[config.mk]
export PLATFORM = sky130hd
export DESIGN_NAME = mem_lane_align
export DESIGN_NICKNAME = d
export VERILOG_FILES = /design/src/rtl/mem_pkg.sv /design/src/rtl/mem_lane_align.sv
export SDC_FILE = /design/constraint.sdc
export NUM_CORES = 1
export LEC_CHECK = 0
export BUFFER_PORTS_ARGS = -buffer_cell sky130_fd_sc_hd__buf_2
export CAP_MARGIN = 30
export CELL_PAD_IN_SITES_DETAIL_PLACEMENT = 1
export CELL_PAD_IN_SITES_GLOBAL_PLACEMENT = 1
export CORE_MARGIN = 3
export CORE_UTILIZATION = 39
export CTS_CLUSTER_DIAMETER = 40
export DETAILED_ROUTE_END_ITERATION = 12
export GPL_TIMING_DRIVEN = 0
export PLACE_DENSITY_LB_ADDON = 0.15
export SLEW_MARGIN = 20
export SYNTH_ARGS = -nofsm -noshare
export SYNTH_HDL_FRONTEND = slang
export SYNTH_SLANG_ARGS = --single-unit
[constraint.sdc]
create_clock -name clk -period 1.9 [get_ports clk]
set_input_delay 0.095 -clock clk [delete_from_list [all_inputs] [get_ports clk]]
set_output_delay 0.095 -clock clk [all_outputs]
set_load 0.1 [all_outputs]
[src/rtl/mem_pkg.sv]
// #########################################################################
// shared widths and types for the memory access unit
// 24-bit byte addresses on a 16-bit bus, 32-bit CPU data
// the on-chip RAM decodes only RAM_AW word bits, higher bits alias
// #########################################################################

`default_nettype none

package mem_pkg;

    localparam int ADDR_W    = 24;           // byte address
    localparam int BUS_W     = 16;           // bus data
    localparam int DATA_W    = 32;           // CPU data, quad
    localparam int RAM_AW    = 10;           // word address bits in the RAM
    localparam int RAM_WORDS = 2 ** RAM_AW;

    // beat index type, an access never needs more than three beats
    typedef logic [1:0] beat_t;

    localparam beat_t BEAT_MAX       = 2'd2;  // last beat of an unaligned quad
    localparam beat_t LAST_BEAT_QUAD = 2'd1;  // last beat of an aligned quad

    typedef enum logic [1:0] {
        SZ_BYTE = 2'd0,
        SZ_WORD = 2'd1,
        SZ_QUAD = 2'd2
    } size_t;

    // address source for the next access
    typedef enum logic [1:0] {
        SRC_PC = 2'd0,
        SRC_DA = 2'd1,
        SRC_SP = 2'd2,
        SRC_EA = 2'd3
    } ea_src_t;

    typedef enum logic [1:0] {
        ST_IDLE  = 2'd0,
        ST_READ  = 2'd1,
        ST_WRITE = 2'd2
    } seq_state_t;

endpackage

`default_nettype wire
[src/rtl/mem_lane_align.sv]
// #########################################################################
// byte-lane steering between the 32-bit CPU data and the 16-bit bus
// write data of later beats comes from a register loaded on the first beat
// read data is zero-filled above the access size
// #########################################################################

`default_nettype none

module mem_lane_align (
    input  logic                       clk,
    input  logic                       rst,
    input  logic                       cen,
    input  mem_pkg::size_t             size,
    input  logic [mem_pkg::DATA_W-1:0] md,
    input  mem_pkg::beat_t             beat,
    input  logic                       beat_stb,
    input  logic                       start_stb,
    input  logic                       odd,
    input  logic                       wr,
    input  logic [mem_pkg::BUS_W-1:0]  rd_data,
    output logic [mem_pkg::BUS_W-1:0]  wr_data,
    output logic [1:0]                 lane_be,
    output logic [mem_pkg::DATA_W-1:0] mdata
);

    logic [mem_pkg::DATA_W-9:0] wr_rest;     // bytes left after the first beat
    logic                       odd_q;       // alignment of the whole access
    mem_pkg::beat_t             last_beat;

    always_comb begin
        case (beat)
            2'd0: begin
                if (odd) begin
                    wr_data = {md[7:0], 8'h00};
                    lane_be = 2'b10;
                end else begin
                    wr_data = md[15:0];
                    lane_be = (size == mem_pkg::SZ_BYTE) ? 2'b01 : 2'b11;
                end
            end
            2'd1: begin
                wr_data = wr_rest[15:0];
                lane_be = (size == mem_pkg::SZ_WORD) ? 2'b01 : 2'b11;  // odd word ends here
            end
            default: begin
                wr_data = {8'h00, wr_rest[23:16]};   // top byte of an odd quad
                lane_be = 2'b01;
            end
        endcase
    end

    always_ff @(posedge clk) begin
        if (cen && start_stb && wr) begin
            wr_rest <= odd ? md[31:8] : {8'h00, md[31:16]};
        end
    end

    always_ff @(posedge clk or posedge rst) begin
        if (rst) begin
            mdata     <= '0;
            odd_q     <= 1'b0;
            last_beat <= 2'd0;
        end else if (cen && beat_stb) begin
            last_beat <= beat;
            if (start_stb) begin
                odd_q <= odd;
            end
            if (!wr) begin
                case (beat)
                    2'd0: begin
                        if (odd) begin
                            mdata <= {24'h0, rd_data[15:8]};
                        end else if (size == mem_pkg::SZ_BYTE) begin
                            mdata <= {24'h0, rd_data[7:0]};
                        end else begin
                            mdata <= {16'h0, rd_data};
                        end
                    end
                    2'd1: begin
                        if (!odd_q) begin
                            mdata[31:16] <= rd_data;
                        end else if (size == mem_pkg::SZ_WORD) begin
                            mdata[15:8] <= rd_data[7:0];
                        end else begin
                            mdata[23:8] <= rd_data;
                        end
                    end
                    default: mdata[31:24] <= rd_data[7:0];
                endcase
            end
        end
    end

    // every later beat follows the previous one of the same access
    a_beat_order: assert property (
        @(posedge clk) disable iff (rst)
        beat_stb && !start_stb |-> beat == mem_pkg::beat_t'(last_beat + 2'd1)
    );

endmodule

`default_nettype wire

==> After elaboration in Yosys (flattened, before gate mapping) <==
Cells that the tools add are included.
{ "word_totals": {"register_bits": 57, "in_bits": 59, "word_cells": 39} }
{ "op_classes": {"eq_ne": 5, "muxes": 15, "bitwise_logic": 1, "n_reduce_logical": 11} }
{ "op_table": {"columns": ["cell", "n"], "rows": [
  ["$pmux W16 S2", 2],
  ["$mux W16", 3],
  ["$mux W32", 1],
  ["$mux W8", 4],
  ["$pmux W8 S2", 1],
  ["$reduce_and A4 Y1", 2],
  ["$mux W2", 3],
  ["$reduce_and A3 Y1", 2],
  ["$eq A2 B1 Y1 const B", 2],
  ["$logic_not A2 Y1", 2],
  ["$ne A2 B2 Y1 const B", 2],
  ["$pmux W2 S2", 1],
  ["$logic_and A1 B1 Y1", 3],
  ["$ne A3 B3 Y1 const B", 1],
  ["$reduce_and A2 Y1", 1],
  ["$reduce_bool A2 Y1", 1],
  ["$not A1 Y1", 1]
]} }

==> Longest topological paths before layout <==
{ "logic_depth": {"ltp_word": 4, "depth_mapped": 6, "ltp_nobuf": 3} }

==> Worst setup path before layout <==
OpenSTA, ideal clock, no wires.
{ "synth_timing": {"path_type": "input -> output", "start": "in odd", "end": "out wr_data[2] in the netlist's numbering", "t_arrival_ns": 2.971, "t_required_ns": 1.805, "setup_slack_ns": -1.166, "cell_stages": 5, "path_cell_list": "buf_2 > buf_2 > nor2_1 > a22oi_1 > o21ai_0"} }
{ "synth_via": {"elab_chain_len": 2} }
{ "synth_rtl": {"columns": ["item", "line_no", "text"], "rows": [
  ["start: declaration", "mem_lane_align.sv:18", "input logic odd,"],
  ["$mux W16", "mem_lane_align.sv:33", "if (odd) begin"],
  ["$pmux W16 S2", "mem_lane_align.sv:31", "case (beat)"],
  ["end: declaration", "mem_lane_align.sv:21", "output logic [mem_pkg::BUS_W-1:0] wr_data,"]
]} }
Every way passes these cells.

==> Worst setup path after layout <==
{ "layout_timing": {"start": "in odd", "end": "out wr_data[1] in the netlist's numbering"} }
The elaborated chain is that of the path after synthesis.

==> reports/results.tsv <==
metric	value	unit
run_status	finished, final reports clean	
final_net_count	435	
final_util	52.1	%
mostFrequentLayoutCells	buf_2, mux2_2, dfrtp_1	
hp-class	input pin to register	
crit_type	input pin to output port	
crit_buf_inv	3	
mostFrequentLayoutCell	buf_2	
cts_buffers	9	
ys.flop_type	dfrtp_1	
crit_path_end_kind	output port	
rsz0062_at_grt	false	
numClockSinks	57	
timing.rr.end	mdata[25]	
antenna_found_initial	0	
die_x	95.8	µm
path_clk_slew	70	ps
critPathMostFrequentCell	buf_2	
via_count	2511	
area_growth	28.7	%
ff2ff_path_depth	4	
clockRootBuffer	clkbuf_8	
arrival	1630	ps
dieArea	0.00918	mm²
fin_tns_setup	0	ps
post-place-cells	467	
syn_inst	258	
drive_gt1_share	54.3	%
viasPerCell	5.20	
io_pins	109	
finalCriticalPeriod	1730	ps
cts_max_path_buffers	2	
vdd_drop_max	0.636	mV
ys_warn_count	0	
drt_first_pass_iters	4	
wl_per_cell	18.3	µm
drt_iter0_drc	61	
power_density	1180	mW/mm²
fmax	579	MHz
h-tree-depth	3	
cp_max_fo	10	
grt-ovfl-total	0	
row_count	32	
slew_headroom	54.4	%
synth.distinct_cells	29	
finalNonFillerCells	483	
grt_start_max_net_pins	34	
worstSetupStartpointType	input pin	
slowest_stage	buf_2	
core_area	0.00777	mm²
path_depth	6	
hold_slack	51.7	ps
ys_ff_latch	57	
fin_total_pwr	4.76	mW
place_hpwl	6690	µm
crit_path_end	wr_data[1]	
syn_area	0.00315	mm²
critPathMaxStageDelay	440	ps
post_dp_cell_area	0.00385	mm²
maxCapViolCount	0	
worstHoldStart	md[30]	
r2r_start	odd_q	
synth_edf_count	24	
period_share	90.8	%
cp.required	1800	ps
cts_tree	yes	
finalHoldViolCount	0	
initial_utilization	40.5	%
setup_violations	0	
clock_latency	340	ps
slew_viol_final	0	
io_buffers	106	
antenna_cells	0	
final_antenna_net_count	0	
crit_chain	buf_2 > buf_2 > nor2_2 > a22oi_1 > o21ai_2 > buf_2	
place.gp.congestion	0.755	
drc	0	
r2r_setup_slack	400	ps
crit_family	buffers and inverters	
final_cell_area	0.00405	mm²
clock_skew	9.15	ps
yosysSeqAreaShare	49.1	%
grt_use_total	20.1	%
p_leak	1.90	nW
synth_fp_nets	317	
worst_pin_slew	684	ps
grt_pass1_wl	13500	µm
crit_start	odd	
setup_ws	174	ps
wirelength	8820	µm
dp_slack	-218	ps
first_global_vias	2557	
synthArstFlopShare	57.9	%
nFillCells	895	
die_y	95.8	µm
syn-mean-instance-area	12.2	µm²
cells by family after synthesis:
| group | synth area share, % |
|---|---|
| DFF | 49.1 |
| buffers and inverters | 4.29 |
| muxes | 28.0 |
| AOI/OAI and AO/OA | 8.55 |
| and+or+nand+nor | 9.98 |
cell usage after synthesis, types with 2 or more instances:
master	count	area (µm²)
edfxtp_1	24	721
and2_1	8	50.1
mux2_2	57	642
a22oi_1	8	60.1
inv_1	9	33.8
and3b_1	8	70.1
nand2_1	10	37.5
nand2b_1	2	12.5
a31oi_1	8	50.1
o21ai_0	8	40.0
nor2b_1	3	18.8
a22o_1	8	70.1
dfrtp_1	33	826
buf_2	11	55.1
mux2i_1	24	240
nor2_1	19	71.3
clkbuf_1	6	22.5
flip-flops by register name (all words and copies together), names as in the netlist:
register / flops
mdata: 32
odd_q: 1
wr_rest: 24
worst min path at each step:
stage / endpoint / slack, ps / depth (start not counted)
after detailed placement: mdata[10] / 240 / 2
after global routing: wr_rest[22] / 50 / 2
final: wr_rest[22] / 50 / 2
after global placement: wr_rest[22] / 390 / 2
after CTS: wr_rest[22] / 40 / 2
after floorplan: mdata[0] / 220 / 1
per-layer routing:
layer / GRT usage (%) / routed length, µm / vias to the layer above
li1: - / - / 1180
met1: 27.2 / 4020 / 1251
met2: 31.3 / 4230 / 65
met3: 4.93 / 424 / 15
met4: 6.99 / 136 / 0
met5: 0 / 0 / -
final cells by class:
class / count / area (µm²) / area share, %
plain buffers: 19 / 97.6 / 2.41
clock buffers: 12 / 166 / 4.11
clock inverters: 4 / 23.8 / 0.587
inverters: 9 / 33.8 / 0.834
multi-input cells: 172 / 1500 / 37.0
flip-flops and latches: 57 / 1550 / 38.2
well taps: 102 / 128 / 3.15
repair buffers: 108 / 556 / 13.7
repair_timing:
| item | 4_1_cts | 5_1_grt |
|---|---|---|
| hold buffers | 1 | 0 |
| buffers inserted | 0 | 0 |
| endpoints found under the hold margin | 33 | 0 |
| setup endpoints to repair | 8 | 0 |
| gates resized for setup | 1 | 0 |
worst register-to-register path: cells and delay by family, from the launching register on:
kind	cells	cell delay, ps
flip-flops	1	420
buffers and inverters	2	470
AO/OA/AOI/OAI	1	180
multiplexers	1	340
where the power goes:
part / leakage [nW] / switching, mW / total [mW] / internal [mW]
logic: 1.17 / 1.71 / 2.12 / 0.413
clock network: 0.0978 / 0.492 / 1.08 / 0.584
registers: 0.629 / 0.0863 / 1.56 / 1.47
total: 1.90 / 2.29 / 4.76 / 2.47
Power figures use the tool's default switching activity.
