## src/rtl/mem_pkg.sv

```systemverilog
// #########################################################################
// shared widths and types for the memory access unit
// 24-bit byte addresses on a 16-bit bus, 32-bit CPU data
// the on-chip RAM decodes only RAM_AW word bits, higher bits alias
// #########################################################################

`default_nettype none

package mem_pkg;

    localparam int ADDR_W    = 24;           // byte address
    localparam int BUS_W     = 16;           // bus data
    localparam int DATA_W    = 32;           // CPU data, quad
    localparam int RAM_AW    = 10;           // word address bits in the RAM
    localparam int RAM_WORDS = 2 ** RAM_AW;

    // beat index type, an access never needs more than three beats
    typedef logic [1:0] beat_t;

    localparam beat_t BEAT_MAX       = 2'd2;  // last beat of an unaligned quad
    localparam beat_t LAST_BEAT_QUAD = 2'd1;  // last beat of an aligned quad

    typedef enum logic [1:0] {
        SZ_BYTE = 2'd0,
        SZ_WORD = 2'd1,
        SZ_QUAD = 2'd2
    } size_t;

    // address source for the next access
    typedef enum logic [1:0] {
        SRC_PC = 2'd0,
        SRC_DA = 2'd1,
        SRC_SP = 2'd2,
        SRC_EA = 2'd3
    } ea_src_t;

    typedef enum logic [1:0] {
        ST_IDLE  = 2'd0,
        ST_READ  = 2'd1,
        ST_WRITE = 2'd2
    } seq_state_t;

endpackage

`default_nettype wire
```

## src/rtl/mem_bus_seq.sv

```systemverilog
// #########################################################################
// access sequencer, one request cycle followed by one to three bus beats
// a read starts whenever the selected address misses the cached address
// a write needs wr to drop for one cycle before the next write is taken
// a finished write invalidates the cached address
// #########################################################################

`default_nettype none

module mem_bus_seq (
    input  logic                       clk,
    input  logic                       rst,
    input  logic                       cen,
    input  logic                       wr,
    input  logic                       inc_pc,
    input  logic                       da2ea,
    input  mem_pkg::size_t             size,
    input  mem_pkg::ea_src_t           src,
    input  logic [mem_pkg::ADDR_W-1:0] da,
    input  logic [mem_pkg::ADDR_W-1:0] pc,
    input  logic [mem_pkg::DATA_W-1:0] xsp,
    output logic                       busy,
    output logic [mem_pkg::ADDR_W-1:0] ea,
    output logic [mem_pkg::ADDR_W-1:0] bus_addr,
    output logic [1:0]                 bus_we,
    output logic                       bus_rd,
    output mem_pkg::beat_t             beat,
    output logic                       beat_stb,
    output logic                       start_stb,
    input  logic [1:0]                 lane_be
);

    mem_pkg::seq_state_t          state;
    logic [mem_pkg::ADDR_W-1:0]   ca;        // cached address
    logic [mem_pkg::ADDR_W-1:0]   nx_addr;
    logic [1:0]                   adelta;    // byte offset of the current beat
    mem_pkg::beat_t               last_idx;
    logic                         odd_acc;
    logic                         fin;
    logic                         wr_done;   // write served, wait for wr to drop
    logic                         wr_req;
    logic                         rd_req;

    always_comb begin
        case (src)
            mem_pkg::SRC_DA: nx_addr = da;
            mem_pkg::SRC_SP: nx_addr = xsp[mem_pkg::ADDR_W-1:0];
            mem_pkg::SRC_EA: nx_addr = ea;
            default:         nx_addr = pc;
        endcase
    end

    // PC reads wait until the PC has settled
    assign rd_req = !wr && (nx_addr != ca) && (!inc_pc || src != mem_pkg::SRC_PC);
    assign wr_req = wr && !wr_done;

    assign busy = (state != mem_pkg::ST_IDLE) || wr_req || rd_req;

    assign odd_acc = ca[0];

    // beats minus one, by size and alignment
    always_comb begin
        case (size)
            mem_pkg::SZ_BYTE: last_idx = 2'd0;
            mem_pkg::SZ_WORD: last_idx = {1'b0, odd_acc};
            default:          last_idx = odd_acc ? mem_pkg::BEAT_MAX : mem_pkg::LAST_BEAT_QUAD;
        endcase
    end

    always_comb begin
        case (beat)
            2'd0:    adelta = 2'd0;
            2'd1:    adelta = odd_acc ? 2'd1 : 2'd2;   // odd start lands on even word
            default: adelta = 2'd3;
        endcase
    end

    assign fin      = (beat == last_idx);
    assign bus_addr = ca + mem_pkg::ADDR_W'(adelta);

    assign beat_stb  = cen && (state != mem_pkg::ST_IDLE);
    assign start_stb = beat_stb && (beat == 2'd0);

    assign bus_rd = (state == mem_pkg::ST_READ);
    assign bus_we = (cen && state == mem_pkg::ST_WRITE) ? lane_be : 2'b00;

    always_ff @(posedge clk or posedge rst) begin
        if (rst) begin
            state   <= mem_pkg::ST_IDLE;
            ca      <= '1;      // nothing cached yet
            beat    <= 2'd0;
            ea      <= '0;
            wr_done <= 1'b0;
        end else if (cen) begin
            if (da2ea) begin
                ea <= da;
            end
            if (!wr) begin
                wr_done <= 1'b0;
            end
            case (state)
                mem_pkg::ST_IDLE: begin
                    beat <= 2'd0;
                    if (wr_req) begin
                        ca    <= nx_addr;
                        state <= mem_pkg::ST_WRITE;
                    end else if (rd_req) begin
                        ca    <= nx_addr;
                        state <= mem_pkg::ST_READ;
                    end
                end
                default: begin
                    if (fin) begin
                        state <= mem_pkg::ST_IDLE;
                        beat  <= 2'd0;
                        if (state == mem_pkg::ST_WRITE) begin
                            ca      <= '1;      // mdata no longer matches memory
                            wr_done <= 1'b1;
                        end
                    end else begin
                        beat <= beat + 2'd1;
                    end
                end
            endcase
        end
    end

    // a read beat runs with wr low, a write beat with wr high
    a_rd_we_excl: assert property (
        @(posedge clk) disable iff (rst)
        beat_stb |-> (bus_rd == !wr)
    );

    // the beat counter never runs past the unaligned quad
    a_beat_range: assert property (
        @(posedge clk) disable iff (rst)
        beat <= mem_pkg::BEAT_MAX
    );

endmodule

`default_nettype wire

```

## config.mk

```make
export PLATFORM = sky130hd
export DESIGN_NAME = mem_bus_seq
export DESIGN_NICKNAME = d
export VERILOG_FILES = /design/src/rtl/mem_pkg.sv /design/src/rtl/mem_bus_seq.sv
export SDC_FILE = /design/constraint.sdc
export NUM_CORES = 1
export LEC_CHECK = 0
export BUFFER_PORTS_ARGS = -buffer_cell sky130_fd_sc_hd__buf_2
export CORE_ASPECT_RATIO = 0.5
export CORE_MARGIN = 10
export CORE_UTILIZATION = 49
export DETAILED_ROUTE_END_ITERATION = 8
export HOLD_SLACK_MARGIN = 0.05
export PLACE_DENSITY = 0.92
export SYNTH_ARGS = -nofsm -noshare
export SYNTH_HDL_FRONTEND = slang
export SYNTH_SLANG_ARGS = --single-unit
```

## constraint.sdc

```tcl
create_clock -name clk -period 3.3 [get_ports clk]
set_input_delay 0.66 -clock clk [delete_from_list [all_inputs] [get_ports clk]]
set_output_delay 0.66 -clock clk [all_outputs]
set_load 0.01 [all_outputs]
```

# == After elaboration in Yosys (flattened, before gate mapping) ==
# Index checks and enable logic that the tools add are counted.
# word_totals
regBits,53
word_cells,60
out_inout_bits,56
mem_bits_rw,0
latchBits,0
inputBits,92
mem_count,0
romBits,0
# op_classes
multipliers,0
bitwise,0
n_reduce_logical,22
n_lt_le_gt_ge,0
n_addsub,2
eq_ne,10
n_div,0
shifts,0
muxes,21
# op_table
cell,n
2-to-1 mux 24 bit,5
one-hot mux 24 bit (3 select lines),1
adder 24 x 2 -> 24 bit,1
inequality test 24 bit,1
2-to-1 mux 2 bit,9
== test 2 x 1 -> 1 bit (second input constant),4
one-hot mux 2 bit (2 select lines),2
nonzero test 2 bit,4
== test 2 bit (second input constant),3
logical AND 1 bit,6
logical NOT 2 bit,3
2-to-1 mux 1 bit,4
AND reduction 4 bit,1
logical NOT 1 bit,3
logical OR 1 bit,3
inequality test 3 bit (second input constant),1
AND reduction 3 bit,1
adder 2 x 1 -> 2 bit (second input constant),1
== test 2 bit,1
AND reduction 2 bit,1

# == Logic depth before layout (Yosys ltp) ==
# Gate-level depths: netlist of run 1.
# depth
word_depth,8
mapped_depth,12
mapped_depth_nobuf,12

# == Least setup slack after synthesis of run 1 ==
# No wires, ideal clock.
# synth_path
path_kind,register to output
start,register beat[0]
end,output port bus_addr[20] (netlist bit)
path_stages_with_launch,13
setup_slack_ns,0.191
required_time_ns,2.640
n_path_buf,0
t_arrival_ns,2.449
cell_sequence,dfrtp_1 > inv_1 > ha_1 > nor2b_1 > a21oi_1 > ha_1 > fa_1 > and4_1 > nor2b_1 > nand2_1 > nor2_1 > nand3_1 > xnor2_1
# synth_via
elab_chain_len,3
elab_cells_between_ends,4
cone_classes,1 x add/sub; 1 x eq/ne; 1 x mux; 1 x reduce/logical
# synth_rtl
element,line_no,rtl
"start, declared",mem_bus_seq.sv:27,"output mem_pkg::beat_t beat,"
"start signal, assigned",mem_bus_seq.sv:121,beat <= beat + 2'd1;
"start signal, assigned",mem_bus_seq.sv:137,beat <= mem_pkg::BEAT_MAX
== test 2 x 1 -> 1 bit or logical NOT 2 bit (tied branches),mem_bus_seq.sv:71,case (beat)
one-hot mux 2 bit (2 select lines) *,mem_bus_seq.sv:71,
adder 24 x 2 -> 24 bit *,mem_bus_seq.sv:79,assign bus_addr = ca + mem_pkg::ADDR_W'(adelta);
"end, declared",mem_bus_seq.sv:24,"output logic [mem_pkg::ADDR_W-1:0] bus_addr,"
# Mark *: on every way between the ends. The rest lies on a longest branch, timed or not.

# == Worst setup path after layout of run 1 ==
# layout_path
start,input port src[1]
end,output port busy
# layout_via
elab_chain_len,6
elab_cells_between_ends,10
cone_classes,4 x eq/ne; 1 x mux; 5 x reduce/logical
# layout_rtl
element,line_no,rtl
"start, declared",mem_bus_seq.sv:18,"input mem_pkg::ea_src_t src,"
== test 2 bit or == test 2 x 1 -> 1 bit (tied branches),mem_bus_seq.sv:45,case (src)
one-hot mux 24 bit (3 select lines),mem_bus_seq.sv:45,
inequality test 24 bit,mem_bus_seq.sv:54,assign rd_req = !wr && (nx_addr != ca) && (!inc_pc || src != mem_pkg::SRC_PC);
logical AND 1 bit,mem_bus_seq.sv:54,
logical AND 1 bit *,mem_bus_seq.sv:54,
logical OR 1 bit *,mem_bus_seq.sv:57,assign busy = (state != mem_pkg::ST_IDLE) || wr_req || rd_req;
"end, declared",mem_bus_seq.sv:22,"output logic busy,"
# Marks and branches as above.

==> results of run 1 <==
## through the flow
step	setup TNS (ns)	worst slack [ns]
2_1_floorplan	0	0.1907
3_3_place_gp	-0.04021	-0.03733
3_5_place_dp	-0.2483	-0.1445
4_1_cts	-0.01727	-0.01142
5_1_grt	-0.4355	-0.1816
6_report	-0.06608	-0.06608
## placed cells by master (no fill, tap or decap), drive strengths merged, types with 2 or more instances in the layout
cell type  instances
a2bb2oi           24
nor3               3
mux2              24
and3               8
a31oi              2
a21oi              4
nor2               6
xnor2             42
and4               2
nor2b              5
dfrtp             29
nand2b             2
ha                 4
nand4              8
dfstp             24
and2               3
buf              167
o21ai              6
inv               30
nand3              9
xor2               5
nand2             16
mux4              24
clkbuf             6
## sequential cells by signal, indices dropped and copies added (netlist names)
register / cells
ca: 24
ea: 24
beat: 2
state: 2
wr_done: 1
## cells by family (layout without fill, tap and decap cells)
group                    after synthesis  count (layout)  synth area share [%]
AND/OR/NAND/NOR                       65              65                 9.952
flip-flops                            53              53                 37.46
multiplexers                          48              48                 23.43
XOR/XNOR                              47              47                 11.37
buffers and inverters                 44             205                 6.185
AO/OA/AOI/OAI                         41              41                 9.676
adder cells (fa/ha/maj)                5               5                 1.935
## final cells by class
type | count | area share (%)
well taps | 96 | 2.472
flip-flops and latches | 53 | 27.94
multi-input cells | 206 | 44.06
clock inverters | 2 | 0.7211
inverters | 30 | 2.318
repair buffers | 167 | 19.83
clock buffers | 6 | 2.653
## routing by layer
metal / track usage (%) / wire length, um / vias up
met5: 0 / 0 / -
met4: 8.519 / 433 / 0
met3: 5.297 / 1078 / 49
met2: 34.99 / 6340 / 213
met1: 23.23 / 4447 / 1617
li1: - / - / 1408
## worst max-delay path by stage
stage                   startpoint      endpoint  slack [ns]  depth (start not counted)
2_1_floorplan  beat[0]$_DFFE_PP0P_  bus_addr[20]        0.19                         12
3_3_place_gp                src[1]          busy       -0.04                          9
3_5_place_dp                src[1]          busy       -0.14                          9
4_1_cts        beat[1]$_DFFE_PP0P_  bus_addr[16]       -0.01                         12
5_1_grt                     src[1]          busy       -0.18                          9
6_report                    src[1]          busy       -0.07                          9
## report_power, final
group          internal [mW]  total (mW)  switching (mW)
clock network          0.358       0.603           0.246
logic                   1.11        2.16            1.05
registers              0.998        1.38           0.383
total                   2.46        4.15            1.68
## cells in the mapped netlist, drive strengths merged
library cell  count  area share [%]
or3               1            0.17
ha                4             1.4
a21o              1            0.21
o211ai            1            0.35
and4              2            0.48
xnor2            42              10
mux4             24              16
clkbuf            5            0.52
a221o             1            0.28
and2              3            0.52
nor2              6            0.62
a2bb2oi          24             6.5
nor3              3            0.41
o22a              1            0.24
a21oi             4            0.55
a31oi             2            0.52
fa                1            0.55
o21bai            1            0.21
nor2b             5            0.86
nand3             9             1.2
dfrtp            29              20
nand2            16             1.7
nand2b            2            0.35
dfstp            24              17
xor2              5             1.2
mux2             24             7.5
nand4             8             1.4
inv              30             3.1
nor4              1            0.59
nor4bb            1            0.28
o21ai             6            0.83
buf               9             2.6
and3              8             1.4
## worst max-delay path, cell delays in order
cell and delay (ns):
buf_8 0.08, buf_12 0.15, mux4_2 0.58, xnor2_1 0.23
nand4_1 0.25, nor4_4 0.33, and2_4 0.21, o21ai_2 0.05
buf_2 0.16
## what timing repair did
item                                    4_1_cts  5_1_grt
endpoints found under the setup margin       16       11
setup buffers                                 9        5
pin swaps                                     8       11
gates resized for setup                      33       19
==> flow_summary.ini, run 1 <==
[outcome]
status = complete, but fails checks
violations = setup timing

[clock_network]
cts.clk_slew.worst_paths_ns = 0.07
clockBufferDepth = 2
postCtsHoldBufs = 0
cts_sinks = 53
htree_num_levels = 2
clkLatencyLatePin_ns = 0.30
tritoncts = built
root_buffer = clkbuf_16
cts_made_buffers = 5

[detailed_routing]
via_per_inst = 5.870
drc = 0
via_count = 3287
ant_nets = 0
wire_per_inst_um = 21.96
routed_wl_mm = 12.30
detail_route.iter0.violations = 290
firstDrtPassIters = 5

[worst_setup_path]
cp.arrival_ns = 2.71
cp_max_fo = 13
r2r_start = ea[4]$_DFFE_PP0P_
start_kind = primary input
rr_worst_depth = 8
r2r_slack_ns = 0.75
critical_path_required_ns = 2.64
r2r_end = ca[14]$_DFFE_PP1P_
crit_type = primary input to output port
cp-end-kind = output port

[final_layout]
finalNetCount = 560
ff_latch_area_mm2 = 0.001358
final_area_mm2 = 0.004858
drive_gt1_share_pct = 60.56
antenna_cells = 0
final_cells = 560
n_fill_cell = 512
area_delta_synth_final_pct = 34.17
multi_input_area_mm2 = 0.002141
final_util_pct = 66.86

[grt]
grt_max_degree = 47
grt_pass1_wl_mm = 18.26
grt.total_usage_pct = 20.02
grt_antenna_before_repair = 0
first_global_vias = 3459
grt_remaining_overflow = 0

[synth]
ys_ff_latch = 53
syn_area_mm2 = 0.003621
syn_area_per_cell_um2 = 11.95
yosysSeqAreaShare_pct = 37.46
syn_inst = 303
synth_warnings = 0
syn-num-nets = 400
yosysUniqueCellTypes = 40

[die]
ios = 148
start_util_pct = 49.83
core_mm2 = 0.007267
die_w_um = 141.6
die_h_um = 80.79
die_area_mm2 = 0.01144
row_count = 22

[timing]
fin_crit_sh_pct = 102.0
holdWs_ns = 0.2464
finalHoldViolCount = 0
relSlewSlack_pct = 60.30
rsz0062_at_grt = true
clock-skew-final_ns = 0.007381
worst_pin_slew_ns = 0.5955
fin_crit_ns = 3.366
slew_violations = 0
worst_slack_ns = -0.06608
setup_viol = 1
fmax_mhz = 297.1

[placed_design]
port_buffers = 139
dp.cells = 538
dp_hpwl_mm = 8.938
placed_area_mm2 = 0.004443
routabilityCongestion = 0.8555

[flow_run]
maxCapViolations = 0

[power]
p_leak_nw = 2.244
power_density_mw_per_mm2 = 853.6
ir_worst_vdd_uv = 327.6
power_mw = 4.147

[hold_path]
worstHoldPathType = primary input to async pin
(Power assumes the default switching activity.)
==> inputs of run 2 (changes only) <==
- MAX_ROUTING_LAYER: unset -> met4
==> flow_summary.ini, run 2 (synthesized netlist as in run 1, its figures left out) <==
[final_layout]
mostFrequentLayoutCells = 137 x buf_2, 36 x xnor2_1, 28 x dfrtp_1
multi_input_area_mm2 = 0.002141
antenna_cells = 0
drive_gt1_share_pct = 60.56
finalNetCount = 560
reg_top3 = ca (24), ea (24)
final_cells = 560
area_delta_synth_final_pct = 34.17
final_util_pct = 66.86
ff_latch_area_mm2 = 0.001358
n_fill_cell = 512
mostFrequentLayoutCell = buf_2

[detailed_routing]
detail_route.iter0.violations = 301
routed_wl_mm = 12.30
ant_nets = 0
via_per_inst = 5.934
via_count = 3323
wire_per_inst_um = 21.96
drc = 0
firstDrtPassIters = 5

[timing]
worst_pin_slew_ns = 0.5913
clock-skew-final_ns = 0.007921
setup_viol = 1
holdWs_ns = 0.2454
rsz0062_at_grt = true
finalHoldViolCount = 0
fin_setup_tns_ns = -0.08355
worst_slack_ns = -0.08355
fin_crit_sh_pct = 102.5
fin_crit_ns = 3.384
fmax_mhz = 295.5
relSlewSlack_pct = 60.58
slew_violations = 0

[hold_path]
worstHoldPathType = primary input to async pin

[grt]
grt_pass1_wl_mm = 18.27
grt_antenna_before_repair = 0
grt.total_usage_pct = 20.65
grt_remaining_overflow = 0
grt_max_degree = 47
first_global_vias = 3446

[worst_setup_path]
critical_path_required_ns = 2.64
r2r_end = ca[13]$_DFFE_PP1P_
start_kind = primary input
cp_max_fo = 13
cp-end-kind = output port
r2r_slack_ns = 0.73
rr_worst_depth = 8
crit_type = primary input to output port
r2r_start = ea[22]$_DFFE_PP0P_
cp.arrival_ns = 2.72

[clock_network]
postCtsHoldBufs = 0
root_buffer = clkbuf_16
htree_num_levels = 2
tritoncts = built
cts.clk_slew.worst_paths_ns = 0.07
clkLatencyLatePin_ns = 0.30
cts_sinks = 53
clockBufferDepth = 2
cts_made_buffers = 5

[die]
die_area_mm2 = 0.01144
ios = 148
start_util_pct = 49.83
row_count = 22
core_mm2 = 0.007267
die_h_um = 80.79
die_w_um = 141.6

[placed_design]
dp_hpwl_mm = 8.938
dp.cells = 538
routabilityCongestion = 0.8690
preCtsSetupSlack_ns = -0.1445
port_buffers = 139

[power]
ir_worst_vdd_uv = 327.6
p_leak_nw = 2.244
power_density_mw_per_mm2 = 853.9

[flow_run]
maxCapViolations = 0

[outcome]
violations = setup timing
status = complete, but fails checks
## run 2: cell counts in the layout (fill, tap and decap cells not counted)
Identical to the previous run, type by type.
## run 2: cell type report
cell class	instances	share of cell area [%]
Tap cell	96	2.472
Sequential cell	53	27.94
Clock buffer	6	2.653
Clock inverter	2	0.7211
Timing Repair Buffer	167	19.83
Inverter	30	2.318
Multi-Input combinational cell	206	44.06
## run 2: worst max-delay path: stages
cell and delay (ns):
buf_8 0.08, buf_12 0.15, mux4_2 0.58, xnor2_1 0.24
nand4_1 0.25, nor4_4 0.34, and2_4 0.21, o21ai_2 0.05
buf_2 0.16
## run 2: timing repair
action / in CTS / in global routing
pin swaps: 8 / 11
buffers inserted: 9 / 5
setup endpoints to repair: 16 / 11
cloned: 0 / 0
resized for setup: 33 / 19
## run 2: worst max path at each step
| stage | startpoint | to | slack [ns] | cells past startpoint |
|---|---|---|---|---|
| finish | src[1] | busy | -0.08 | 9 |
| global route | src[1] | busy | -0.18 | 9 |
| CTS | beat[1]$_DFFE_PP0P_ | bus_addr[16] | -0.01 | 12 |
| detailed placement | src[1] | busy | -0.14 | 9 |
| global placement | src[1] | busy | -0.04 | 9 |
| floorplan | beat[0]$_DFFE_PP0P_ | bus_addr[20] | 0.19 | 12 |
## run 2: power breakdown
group          switching (mW)  internal (mW)
Combinational            1.06           1.11
Clock                   0.246          0.358
Sequential              0.383          0.998
Total                    1.68           2.46
## run 2: through the flow
stage,area (um2),power [mW]
2_1_floorplan,3621,2.549
3_3_place_gp,4443,3.144
3_5_place_dp,4443,3.230
4_1_cts,4742,3.997
5_1_grt,4858,4.403
6_report,4858,4.148
## run 2: per-layer routing
metal,GRT usage [%],vias to the layer above,wire length [um]
met5,-,-,0
met4,8.215,0,488
met3,3.958,53,903
met2,35.27,208,6314
met1,23.91,1650,4591
li1,-,1412,-
